**src/hw/st_source_cfg.svh**
```systemverilog
// --------------------------------------
// configuration macros for the streaming
// packet source: field widths, entry queue
// depth, ready latency, ready delay line
// and latency response width
// --------------------------------------
`ifndef ST_SOURCE_CFG_SVH
`define ST_SOURCE_CFG_SVH

// symbol layout of one data word
`define ST_SYMBOL_W        8
`define ST_NUM_SYMBOLS     4
`define ST_DATA_W          (`ST_SYMBOL_W * `ST_NUM_SYMBOLS)

// packet side fields
`define ST_CHANNEL_W       4
`define ST_EMPTY_W         2
`define ST_IDLE_W          16

// queue depth, also the credit count held by upstream
`define ST_QUEUE_DEPTH     8

// ready latency, legal range 0 to 3
`define ST_READY_LATENCY   1
`define ST_MAX_READY_DELAY 4

// back-pressure latency response width
`define ST_LATENCY_W       16

`endif

```
**src/hw/st_source_pkg.sv**
```systemverilog
// --------------------------------------
// shared types of the streaming source
//   beat struct, idle-run struct
//   entry union and tagged queue entry
// --------------------------------------
`default_nettype none

`include "st_source_cfg.svh"

package st_source_pkg;

   // one streaming beat as it leaves the source
   typedef struct packed {
      logic                     sop;
      logic                     eop;
      logic [`ST_CHANNEL_W-1:0] channel;
      logic [`ST_EMPTY_W-1:0]   empty;
      logic [`ST_DATA_W-1:0]    data;
   } st_beat_t;

   // idle run, padded up to the beat size
   // count sits in the low bits of the word
   typedef struct packed {
      logic [$bits(st_beat_t)-`ST_IDLE_W-1:0] pad;
      logic [`ST_IDLE_W-1:0]                  count;
   } st_idle_t;

   // one payload word, read as a beat or as an idle run
   typedef union packed {
      st_beat_t beat;
      st_idle_t idle;
   } st_entry_u;

   // queue entry: tag selects the union view
   typedef struct packed {
      logic      is_idle;
      st_entry_u payload;
   } st_entry_t;

endpackage

`default_nettype wire

```
**src/hw/st_beat_if.sv**
```systemverilog
// --------------------------------------
// beat bus between the driver, the
// latency monitor and the top level
// --------------------------------------
`timescale 1ns/10ps
`default_nettype none

interface st_beat_if;

   // beat presented on the stream this cycle
   logic                   valid;
   st_source_pkg::st_beat_t beat;
   // head beat done with its idle run, waiting for ready
   logic                   pending;
   // beat taken by the sink this cycle
   logic                   accept;

   modport driver (
      output valid,
      output beat,
      output pending,
      output accept
   );

   modport monitor (
      input valid,
      input beat,
      input pending,
      input accept
   );

endinterface

`default_nettype wire

```
**src/hw/st_entry_queue.sv**
```systemverilog
// --------------------------------------
// entry FIFO of the streaming source
//   circular buffer with occupancy count
//   one credit pulse back per pop
// --------------------------------------
`timescale 1ns/10ps
`default_nettype none

`include "st_source_cfg.svh"

module st_entry_queue (
   input  wire                       clk,
   input  wire                       reset,
   input  wire                       cmd_valid,
   input  st_source_pkg::st_entry_t  cmd_entry,
   input  wire                       pop,
   output st_source_pkg::st_entry_t  head,
   output logic                      head_valid,
   output logic                      cmd_credit
);

   localparam int DEPTH = `ST_QUEUE_DEPTH;
   localparam int AW    = (DEPTH > 1) ? $clog2(DEPTH) : 1;

   st_source_pkg::st_entry_t mem [DEPTH];

   logic [AW-1:0] wr_ptr;
   logic [AW-1:0] rd_ptr;
   logic [AW:0]   count;
   logic          full;
   logic          wr_en;
   logic          rd_en;

   assign full       = (count == (AW+1)'(DEPTH));
   assign head_valid = (count != '0);
   assign head       = mem[rd_ptr];

   // a pop frees the slot in the same cycle
   assign rd_en = pop & head_valid;
   assign wr_en = cmd_valid & (~full | rd_en);

   // storage, no reset on the entries
   always_ff @(posedge clk) begin
      if (wr_en) begin
         mem[wr_ptr] <= cmd_entry;
      end
   end

   // pointers, count and credit return
   always_ff @(posedge clk or posedge reset) begin
      if (reset) begin
         wr_ptr     <= '0;
         rd_ptr     <= '0;
         count      <= '0;
         cmd_credit <= 1'b0;
      end else begin
         if (wr_en) begin
            wr_ptr <= (wr_ptr == AW'(DEPTH - 1)) ? '0 : wr_ptr + 1'b1;
         end
         if (rd_en) begin
            rd_ptr <= (rd_ptr == AW'(DEPTH - 1)) ? '0 : rd_ptr + 1'b1;
         end
         // occupancy only moves when exactly one side is active
         case ({wr_en, rd_en})
            2'b10:   count <= count + 1'b1;
            2'b01:   count <= count - 1'b1;
            default: count <= count;
         endcase
         // credit goes back in the cycle after the pop
         cmd_credit <= rd_en;
      end
   end

endmodule

`default_nettype wire

```
**src/hw/st_beat_driver.sv**
```systemverilog
// --------------------------------------
// beat driver of the streaming source
//   pops entries and decodes the union
//   counts down idle runs
//   ready delay line and stream handshake
// --------------------------------------
`timescale 1ns/10ps
`default_nettype none

`include "st_source_cfg.svh"

module st_beat_driver (
   input  wire                      clk,
   input  wire                      reset,
   input  st_source_pkg::st_entry_t head,
   input  wire                      head_valid,
   input  wire                      out_ready,
   output logic                     pop,
   st_beat_if.driver                beat_bus
);

   localparam int RL  = `ST_READY_LATENCY;
   localparam int MRD = `ST_MAX_READY_DELAY;

   // current entry, held until accepted or idle run is over
   st_source_pkg::st_entry_t cur;
   logic                     cur_valid;
   logic [`ST_IDLE_W-1:0]    idle_cnt;
   logic                     idle_last;

   // ready history, bit 0 is last cycle's ready
   logic [MRD-1:0]           ready_dly;
   logic                     ready_q;

   logic                     pending;
   logic                     valid;
   logic                     accept;

   // --------------------------------------
   // ready delay line
   // --------------------------------------
   always_ff @(posedge clk or posedge reset) begin
      if (reset) begin
         ready_dly <= '0;
      end else begin
         ready_dly <= {ready_dly[MRD-2:0], out_ready};
      end
   end

   // qualified ready: raw ready at latency 0, else stage L-1
   assign ready_q = (RL == 0) ? out_ready : ready_dly[(RL == 0) ? 0 : RL - 1];

   // --------------------------------------
   // handshake
   // --------------------------------------
   // beat entries only, idle runs never pend
   assign pending = cur_valid & ~cur.is_idle;

   // latency 0: valid held until ready
   // latency > 0: valid only where ready was seen L cycles back
   assign valid  = pending & ((RL == 0) | ready_q);
   // both cases reduce to pending and qualified ready
   assign accept = pending & ready_q;

   // fetch the next entry once the slot is free
   assign pop = ~cur_valid & head_valid;

   // idle run ends in the cycle its count reaches one
   assign idle_last = (idle_cnt <= `ST_IDLE_W'(1));

   // --------------------------------------
   // entry hold and idle countdown
   // --------------------------------------
   always_ff @(posedge clk) begin
      if (pop) begin
         cur <= head;
      end
   end

   always_ff @(posedge clk or posedge reset) begin
      if (reset) begin
         cur_valid <= 1'b0;
         idle_cnt  <= '0;
      end else if (pop) begin
         cur_valid <= 1'b1;
         // idle view of the incoming word
         idle_cnt  <= head.payload.idle.count;
      end else if (cur_valid) begin
         if (cur.is_idle) begin
            if (idle_last) begin
               cur_valid <= 1'b0;
            end else begin
               idle_cnt <= idle_cnt - 1'b1;
            end
         end else if (accept) begin
            cur_valid <= 1'b0;
         end
      end
   end

   // --------------------------------------
   // beat bus, outputs low when not valid
   // --------------------------------------
   assign beat_bus.valid   = valid;
   assign beat_bus.beat    = valid ? cur.payload.beat : '0;
   assign beat_bus.pending = pending;
   assign beat_bus.accept  = accept;

endmodule

`default_nettype wire

```
**src/hw/st_latency_monitor.sv**
```systemverilog
// --------------------------------------
// back-pressure latency monitor
//   counts stalled cycles of the beat
//   one response per accepted beat
// --------------------------------------
`timescale 1ns/10ps
`default_nettype none

`include "st_source_cfg.svh"

module st_latency_monitor (
   input  wire                       clk,
   input  wire                       reset,
   st_beat_if.monitor                beat_bus,
   output logic                      rsp_valid,
   output logic [`ST_LATENCY_W-1:0]  rsp_latency
);

   logic [`ST_LATENCY_W-1:0] stall_cnt;
   logic                     stalled;

   // pending but not taken means ready was low this cycle
   assign stalled = beat_bus.pending & ~beat_bus.accept;

   // --------------------------------------
   // stall counter, saturates at full scale
   // --------------------------------------
   always_ff @(posedge clk or posedge reset) begin
      if (reset) begin
         stall_cnt <= '0;
         rsp_valid <= 1'b0;
      end else begin
         rsp_valid <= beat_bus.accept;
         if (beat_bus.accept) begin
            stall_cnt <= '0;
         end else if (stalled && stall_cnt != '1) begin
            stall_cnt <= stall_cnt + 1'b1;
         end
      end
   end

   // response value, only meaningful with rsp_valid
   always_ff @(posedge clk) begin
      if (beat_bus.accept) begin
         rsp_latency <= stall_cnt;
      end
   end

endmodule

`default_nettype wire

```
**src/hw/st_source.sv**
```systemverilog
// --------------------------------------
// streaming packet source, top level
//   entry queue with credit return
//   beat driver and latency monitor
// --------------------------------------
`timescale 1ns/10ps
`default_nettype none

`include "st_source_cfg.svh"

module st_source (
   input  wire                                            clk,
   input  wire                                            reset,
   // command side, credit based
   input  wire                                            cmd_valid,
   input  wire                                            cmd_is_idle,
   input  wire  [$bits(st_source_pkg::st_entry_u)-1:0]    cmd_word,
   output logic                                           cmd_credit,
   // stream side
   output logic                                           out_valid,
   output logic                                           out_sop,
   output logic                                           out_eop,
   output logic [`ST_CHANNEL_W-1:0]                       out_channel,
   output logic [`ST_EMPTY_W-1:0]                         out_empty,
   output logic [`ST_DATA_W-1:0]                          out_data,
   input  wire                                            out_ready,
   // response side, no back-pressure
   output logic                                           rsp_valid,
   output logic [`ST_LATENCY_W-1:0]                       rsp_latency
);

   st_source_pkg::st_entry_t cmd_entry;
   st_source_pkg::st_entry_t head;
   logic                     head_valid;
   logic                     pop;

   st_beat_if beat_bus ();

   // tag plus raw payload word into one entry
   assign cmd_entry.is_idle = cmd_is_idle;
   assign cmd_entry.payload = cmd_word;

   st_entry_queue u_queue (
      .clk        (clk),
      .reset      (reset),
      .cmd_valid  (cmd_valid),
      .cmd_entry  (cmd_entry),
      .pop        (pop),
      .head       (head),
      .head_valid (head_valid),
      .cmd_credit (cmd_credit)
   );

   st_beat_driver u_driver (
      .clk        (clk),
      .reset      (reset),
      .head       (head),
      .head_valid (head_valid),
      .out_ready  (out_ready),
      .pop        (pop),
      .beat_bus   (beat_bus)
   );

   st_latency_monitor u_monitor (
      .clk         (clk),
      .reset       (reset),
      .beat_bus    (beat_bus),
      .rsp_valid   (rsp_valid),
      .rsp_latency (rsp_latency)
   );

   // beat bus out to the pins, already low when idle
   assign out_valid   = beat_bus.valid;
   assign out_sop     = beat_bus.beat.sop;
   assign out_eop     = beat_bus.beat.eop;
   assign out_channel = beat_bus.beat.channel;
   assign out_empty   = beat_bus.beat.empty;
   assign out_data    = beat_bus.beat.data;

endmodule

`default_nettype wire

```
**config.mk**
```make
export PLATFORM = sky130hd
export DESIGN_NAME = st_source
export DESIGN_NICKNAME = d
export VERILOG_FILES = /design/src/hw/st_source_pkg.sv /design/src/hw/st_beat_if.sv /design/src/hw/st_entry_queue.sv /design/src/hw/st_beat_driver.sv /design/src/hw/st_latency_monitor.sv /design/src/hw/st_source.sv
export VERILOG_INCLUDE_DIRS = /design/src /design/src/hw
export SDC_FILE = /design/constraint.sdc
export NUM_CORES = 1
export LEC_CHECK = 0
export BUFFER_PORTS_ARGS = -buffer_cell sky130_fd_sc_hd__buf_2
export CAP_MARGIN = 20
export CORE_ASPECT_RATIO = 0.7
export CORE_MARGIN = 2
export CORE_UTILIZATION = 41
export DETAILED_ROUTE_END_ITERATION = 16
export GPL_TIMING_DRIVEN = 0
export MAX_ROUTING_LAYER = met4
export PLACE_DENSITY_LB_ADDON = 0.15
export SLEW_MARGIN = 30
export SYNTH_ARGS = -nofsm -noshare
export SYNTH_HDL_FRONTEND = slang
export SYNTH_SLANG_ARGS = --single-unit
export TNS_END_PERCENT = 20
```
**constraint.sdc**
```tcl
create_clock -name clk -period 5.9 [get_ports clk]
set_clock_uncertainty 0.15 [all_clocks]
set_input_delay 0.59 -clock clk [delete_from_list [all_inputs] [get_ports clk]]
set_output_delay 0.59 -clock clk [all_outputs]
set_load 0.01 [all_outputs]
```
* Word level (Yosys, flattened, before mapping)
Memories as Yosys holds them, arrays and structs flattened. Cells that the tools add are included. Widths: inputs -> output; s select.
Word-level totals: register bits after elaboration 103, memory bits (writable) 328, bits of input ports 45, output and inout port bits 59, memories kept 1
Memory list:
- u_queue.mem | words 8, bits a word 41, read ports 1, clocked after Yosys merged registers in 0, write ports 1, line st_entry_queue.sv:25 | st_source_pkg::st_entry_t mem [DEPTH];
Operators by class: add/subtract/negate cells 6, magnitude comparators 1, equal/unequal tests 7, multiplexer cells 17, bitwise gates (word level) 11, reductions and logical operators 7
Operator list (number):
- $mux 16 | 6
- $mux 40 | 1
- $add 16x1->16 const B | 1
- $le 16x1->1 const B | 1
- $ne 16x16->1 const B | 1
- $sub 16x1->16 const B | 1
- $pmux 4 s2 | 1
- $reduce_bool 2->1 | 4
- $mux 1 | 7
- $add 3x1->3 const B | 2
- $and 1x1->1 | 6
- $eq 3x3->1 const B | 2
- $mux 3 | 2
- $add 4x1->4 const B | 1
- $eq 4x4->1 const B | 1
- $not 1->1 | 4
- $reduce_bool 4->1 | 1
- $sub 4x1->4 const B | 1
- $reduce_and 3->1 | 1
- $eq 2x1->1 const B | 1
- $eq 2x2->1 const B | 1
- $ne 2x2->1 const B | 1
- $logic_and 1x1->1 | 1
- $or 1x1->1 | 1

* Depth between registers and ports, before layout
Gate-level depths: netlist (run 1).
depth in word-level cells 8, depth in mapped cells 9, mapped depth without buffers 9

* Hierarchy
From an unflattened synthesis (run 1), not the netlist that was laid out.
Second synthesis, totals: cells, all modules 864, area, all modules 17085.1 µm²
By module, submodules not included:
- st_entry_queue | instances 1, cells an instance 546, area an instance 13035.0 µm², seq. area each 10124.7 µm²
- st_beat_driver | instances 1, cells an instance 208, area an instance 2611.3 µm², seq. area each 1681.6 µm²
- st_latency_monitor | instances 1, cells an instance 110, area an instance 1438.9 µm², seq. area each 905.9 µm²

* Worst setup path before layout (run 1)
No wires, ideal clock.
kind input port to flip-flop, start in cmd_valid, end mem u_queue.mem[0][0] (netlist bit) (enable), library setup time 0.490 ns, arrival time 3.888 ns, required time 5.260 ns, path slack 1.371 ns, cell stages on the path 3, path buffers 0, path through o41ai_1 or2_2 nor3_1
On the way: longest elaborated chain between the ends 3
RTL lines:
- from (decl) | line st_source.sv:15 | input wire cmd_valid,
- $and 1x1->1 | line st_entry_queue.sv:40 | assign wr_en = cmd_valid & (~full | rd_en);
- $mux 1 | line st_entry_queue.sv:44 | if (wr_en) begin
- $mux 1 (implied by the code) | line st_entry_queue.sv:45 | mem[wr_ptr] <= cmd_entry;
- to (decl) | line st_entry_queue.sv:25
No other way between the ends.

* Final worst setup path (run 1)
start reg u_driver.cur_valid, end out out_valid
On the way: longest elaborated chain between the ends 2
RTL lines:
- from (decl) | line st_beat_driver.sv:27 | logic cur_valid;
- from (signal assigned) | line st_beat_driver.sv:82 | cur_valid <= 1'b0;
- from (signal assigned) | line st_beat_driver.sv:85 | cur_valid <= 1'b1;
- from (signal assigned) | line st_beat_driver.sv:91 | cur_valid <= 1'b0;
- $and 1x1->1 | line st_beat_driver.sv:57 | assign pending = cur_valid & ~cur.is_idle;
- $and 1x1->1 | line st_beat_driver.sv:61 | assign valid = pending & ((RL == 0) | ready_q);
- to (decl) | line st_source.sv:20 | output logic out_valid,
No other way between the ends.

==> out/qor.csv, run 1 <==
metric;value;unit
outcome;finished, final reports clean;
yosys.area.top_type;edfxtp_1;
final_antenna_net_count;0;
viasPerCell;5.30;
power_density;487;nW/um2
antenna_found_initial;4;
synth-simple-area-share;5.53;%
worst-slew-pin-transition;0.882;ns
max_freq;297;MHz
async_flop_share;10.7;%
fillers;3331;
io_buffers;103;
rsz0062_at_grt;false;
cts_buffers;44;
synth-edff-count;385;
synthToLayoutAreaGrowth;19.8;%
holdWs;0.162;ns
synth_cell_types;60;
cts_resized;0;
die_w;247;um
post_dp_cell_area;18800;um2
cts_tree;done;
period_needed;3.37;ns
synthesis.area;16900;um2
groute.usage.overall;18.2;%
finalCoreUtilization;49.6;%
p_total;0.00989;W
ff2ff_setup_slack;2.97;ns
grt_pass1_wl;56.2;mm
drc;0;
worstReg2RegStart;u_queue.rd_ptr[1];
cts_buffer_depth;3;
ios;104;
wl_per_cell;22.8;um
startpoint_type;flip-flop;
core;40900;um2
fin_crit_sh;57.1;%
ys.flop_type;edfxtp_1;
initial_utilization;41.4;%
reg2reg_depth;5;
synth_warnings;0;
grt-ovfl-total;0;
cts_max_level;2;
seq_area;12700;um2
critPathCaptureType;primary output;
hold_class;in2reg;
synthXorXnorAreaFrac;0.621;%
criticalPathCategory;reg2out;
path_clk_slew;0.06;ns
cts_sinks;431;
first_pass_iters;7;
gp_congestion;0.814;
synthMuxAreaShare;14.1;%
critPathRequiredTime;5.16;ns
synth_compound_area_share;2.50;%
ys_ff_latch;431;
finalHoldViolCount;0;
relSlewSlack;41.2;%
final_cell_mix;edfxtp_1, buf_2, mux4_2, clkbuf_16, dfrtp_1;
worstHoldStart;cmd_word[8];
die_area;43000;um2
ir_drop;0.271;mV
via_count;8632;
slew_viol_final;0;
holdPathEnd;u_queue.mem[0][8];
crit_arrival;2.63;ns
multi_input_area;4050;um2
cts_root_buf;clkbuf_16;
postSynthAreaPerCell;19.6;um2
postCtsSetupBuffers;0;
grt_max_degree;47;
drive_gt1_share;34.3;%
syn_inst;862;
timing.rr.end;u_driver.cur[36];
synth_fa_ha_area_share;0.783;%
final_common_cell;edfxtp_1;
rows;62;
setup_viol;0;
drt-total-wl;37.2;mm
drtIter0Drc;780;
yosysTopAreaCellShare;68.3;%
synth.area.top_cells;edfxtp_1, mux4_2, dfrtp_1, mux2_2, and3_1;
syn_nets;917;
yosysSeqAreaShare;75.1;%
first_global_vias;8811;
critPathMaxFanout;27;
max_cap_violations;0;
synth_top_family_by_area;multiplexers;
hpwl;25.1;mm
clk_latency;0.55;ns
finalInstanceArea;20300;um2
power_leakage;7.17;nW
hold_path_depth;1;
die_h;174;um
nets;1101;
how the worst max path moves through the flow:
| stage | start | endpoint | slack, ns | cells past startpoint |
|---|---|---|---|---|
| 2_1_floorplan | cmd_valid | u_queue.mem[0][0] | 1.37 | 3 |
| 3_3_place_gp | cmd_valid | u_queue.mem[0][18] | -1.86 | 4 |
| 3_5_place_dp | u_queue.rd_ptr[1] | u_driver.cur[26] | 2.94 | 5 |
| 4_1_cts | u_driver.cur_valid | out_valid | 2.49 | 5 |
| 5_1_grt | u_driver.cur_valid | out_valid | 2.35 | 5 |
| 6_report | u_driver.cur_valid | out_valid | 2.53 | 5 |
flip-flops by register name, indices dropped and copies added, names as in the netlist:
signal	flops
u_driver.ready_dly	1
u_monitor.rsp_latency	16
u_driver.cur	41
u_queue.mem	328
u_queue.count	4
u_queue.rd_ptr	3
u_monitor.stall_cnt	16
u_driver.idle_cnt	16
u_queue.wr_ptr	3
u_monitor.rsp_valid	1
u_queue.cmd_credit	1
u_driver.cur_valid	1
routing by layer:
metal / GRT usage, % / up-vias / wire, um
met5: - / - / 0
met4: 3.71 / 0 / 488
met3: 3.49 / 47 / 1800
met2: 26.3 / 180 / 16700
met1: 27.0 / 4516 / 18100
li1: - / 3889 / -
cell type report:
type | count | share of cell area, %
inverters | 15 | 0.290
flip-flops and latches | 431 | 62.6
diodes | 5 | 0.0616
plain buffers | 41 | 0.931
repair buffers | 138 | 5.67
clock inverters | 23 | 1.16
multi-input cells | 375 | 19.9
clock buffers | 56 | 5.96
well taps | 544 | 3.35
timing repair:
action | 4_1_cts | 5_1_grt
hold buffers | 2 | 0
hold endpoints to repair | 37 | 0
endpoints found under the setup margin | 0 | 0
cell usage after synthesis, types with 5 or more instances:
cell type  count
edfxtp_1     385
mux4_2        82
dfrtp_1       46
mux2_2        45
and3_1        44
nand2_1       31
clkbuf_1      25
nor2_1        25
nor3_1        17
inv_1         15
a21oi_1       12
buf_2         12
xnor2_1       11
ha_1           9
nand3_1        9
o21ai_0        9
or2_2          5
power breakdown:
group / switching, W / leakage [nW] / internal, W
Clock: 0.00115 / 0.708 / 0.00163
Combinational: 0.00156 / 2.35 / 0.00130
Sequential: 0.000219 / 4.11 / 0.00403
Total: 0.00293 / 7.17 / 0.00696
critical path, stage by stage, from the launching register on:
cell and delay, ns:
dfrtp_1 0.51, nor2b_1 0.16, buf_2 0.28, and2_0 0.31, clkbuf_2 0.56, buf_2 0.24
through the flow:
step | cells | TNS [ns] | worst slack, ns
floorplan | 862 | 0 | 1.37
global placement | 1509 | -150.30 | -1.86
detailed placement | 1542 | 0 | 2.94
CTS | 1623 | 0 | 2.49
global route | 1627 | 0 | 2.35
finish | 1628 | 0 | 2.53
cell families after synthesis:
| family | Yosys count |
|---|---|
| adder cells (fa/ha/maj) | 10 |
| XOR/XNOR | 12 |
| flip-flops | 431 |
| AO/OA/AOI/OAI | 56 |
| AND/OR/NAND/NOR | 167 |
| multiplexers | 130 |
| buffers and inverters | 56 |
Power figures use the tool's default switching activity.
==> run 2: changes to the inputs <==
==> constraint.sdc (replaced) <==
create_clock -name clk -period 3 [get_ports clk]
set_clock_uncertainty 0.15 [all_clocks]
set_input_delay 0.3 -clock clk [delete_from_list [all_inputs] [get_ports clk]]
set_output_delay 0.3 -clock clk [all_outputs]
set_load 0.01 [all_outputs]
==> run 2 against run 1 <==
  * Critical path depth stayed put
  * Via count is 1.7% higher
  * Wire length is 0.72% higher
  * Critical endpoint is now out_data[0]
  * Largest power group unchanged
  * Highest routed layer unchanged
==> out/qor.csv, run 2 (same netlist as run 1, synthesis figures left out) <==
metric;value;unit;change
cts_sinks;431;;unchanged
first_global_vias;8850;;+0.44%
cts_max_level;2;;unchanged
path_clk_slew;0.06;ns;about the same
drtIter0Drc;751;;-3.7%
antenna_found_initial;3;;-1
cts_buffers;42;;-4.5%
final_antenna_net_count;0;;unchanged
power_leakage;7.24;nW;+1.1%
reg_top3;u_queue.mem: 328 flops, u_driver.cur: 41 flops;;
period_needed;2.94;ns;
grt-ovfl-total;0;;unchanged
worst-slew-pin-transition;0.820;ns;-0.0624 ns
relSlewSlack;45.3;%;+4.2 points
preCtsSetupSlack;-0.0349;ns;-2.97 ns
cp_common_cell;buf_2;;
drive_gt1_share;32.5;%;-1.8 points
nets;1134;;+3.0%
critPathRequiredTime;2.55;ns;-2.61 ns
synthToLayoutAreaGrowth;21.2;%;
max_cap_violations;0;;unchanged
slowest_stage;clkbuf_1;;
core;40900;um2;unchanged
ios;104;;unchanged
fillers;3294;;-1.1%
viasPerCell;5.31;;+0.20%
rsz0062_at_grt;true;;
io_buffers;103;;unchanged
cts_root_buf;clkbuf_16;;
finalHoldViolCount;0;;unchanged
fin_crit_sh;98.1;%;
clk_latency;0.54;ns;about the same
finalSetupTns;0;ns;unchanged
cts_tree;done;;
p_total;0.0191;W;+93%
setup_viol;0;;unchanged
cts_buffer_depth;3;;unchanged
dpl.cell_count;1535;;-0.45%
cp_num_buf_inv;3;;unchanged
drt-total-wl;37.4;mm;+0.72%
drc;0;;unchanged
criticalPathCategory;reg2out;;
wl_per_cell;22.6;um;-0.80%
fin_cells;1653;;+1.5%
hold_class;in2async;;
die_area;43000;um2;unchanged
final_common_cell;edfxtp_1;;
largest-register;u_queue.mem;;
max_freq;340;MHz;
grt_pass1_wl;56.0;mm;-0.27%
grt_max_degree;47;;unchanged
multi_input_area;4060;um2;+0.31%
crit_path_max_incr_delay;0.54;ns;-0.02 ns
ir_drop;0.479;mV;+76%
seq_area;12700;um2;unchanged
first_pass_iters;7;;unchanged
final_cell_mix;edfxtp_1, buf_2, mux4_2, dfrtp_1, mux2_2;;
slew_viol_final;0;;unchanged
hpwl;24.5;mm;-2.3%
gp_congestion;0.803;;-1.4%
groute.usage.overall;18.2;%;about the same
via_count;8782;;+1.7%
power_density;930;nW/um2;+91%
setup_ws;0.0581;ns;-2.48 ns
startpoint_type;flip-flop;;
die_h;174;um;unchanged
outcome;finished, final reports clean;;
crit_arrival;2.49;ns;-0.14 ns
largest_reg_flops;328;;unchanged
finalCoreUtilization;50.2;%;+0.58 points
die_w;247;um;unchanged
rows;62;;unchanged
critPathCaptureType;primary output;;
path_cells;nor2b_1 > buf_2 > clkbuf_1 > and3_1 > buf_2;;
critPathMaxFanout;10;;-63%
initial_utilization;41.4;%;unchanged
crit_family;buffers and inverters;;
-- run 2: cell count changes in the layout (fill, tap and decap cells not counted), moves of 4 or more --
cell           before  now
dlygate4sd3_1       2   44
clkbuf_2            1    6
clkbuf_1           31   27
clkinv_2            8    3
buf_6               3    7
buf_4              14    3
-- run 2: layout make-up --
type	count	share of cell area, %
Inverter	15	0.286
Clock buffer	57	5.64
Timing Repair Buffer	173	7.35
Sequential cell	431	61.9
Buffer	41	0.969
Clock inverter	15	0.737
Multi-Input combinational cell	375	19.8
Antenna cell	2	0.0244
Tap cell	544	3.31
-- run 2: tightest hold or removal path: cells and delay by family --
family / cells / cell delay (ns)
buf+inv: 3 / 1.12
-- run 2: path summary, 6_finish.rpt --
check,start,endpoint,slack [ns],depth (start not counted)
max,u_driver.cur_valid,out_data[0],0.06,5
min,reset,u_monitor.rsp_valid,0.25,3
max reg2reg,u_queue.rd_ptr[1],u_driver.cur[18],0.14,5
min reg2reg,u_monitor.stall_cnt[1],u_monitor.rsp_latency[1],0.35,0
max in group asynchronous,reset,u_driver.idle_cnt[3],2.03,3
min in group clk,out_ready,u_driver.ready_dly[0],0.28,2
-- run 2: per-stage QoR --
step,area [um2],hold WS (ns)
floorplan,16900,0.181
CTS,20500,0.235
finish,20500,0.255
global route,20500,0.262
detailed placement,18800,0.263
global placement,18100,0.264
-- run 2: where the power goes --
group          internal, W  total (W)  switching [W]
Combinational      0.00257    0.00562        0.00305
Clock              0.00296    0.00510        0.00214
Sequential         0.00793    0.00838       0.000447
-- run 2: what timing repair did --
| item | in CTS | in global routing |
|---|---|---|
| hold buffers | 44 | 0 |
| setup buffers | 0 | 0 |
| hold endpoints to repair | 377 | 0 |
| setup endpoints to repair | 30 | 31 |
| resized for setup | 4 | 9 |
-- run 2: layer usage --
metal  routed length, um  global-route usage, %  share of wire, %
met1               18300                   27.4                49
met2               16600                   25.6                44
met3                1950                   3.61               5.2
met4                 575                   3.97               1.5
met5                   0                      -                 0
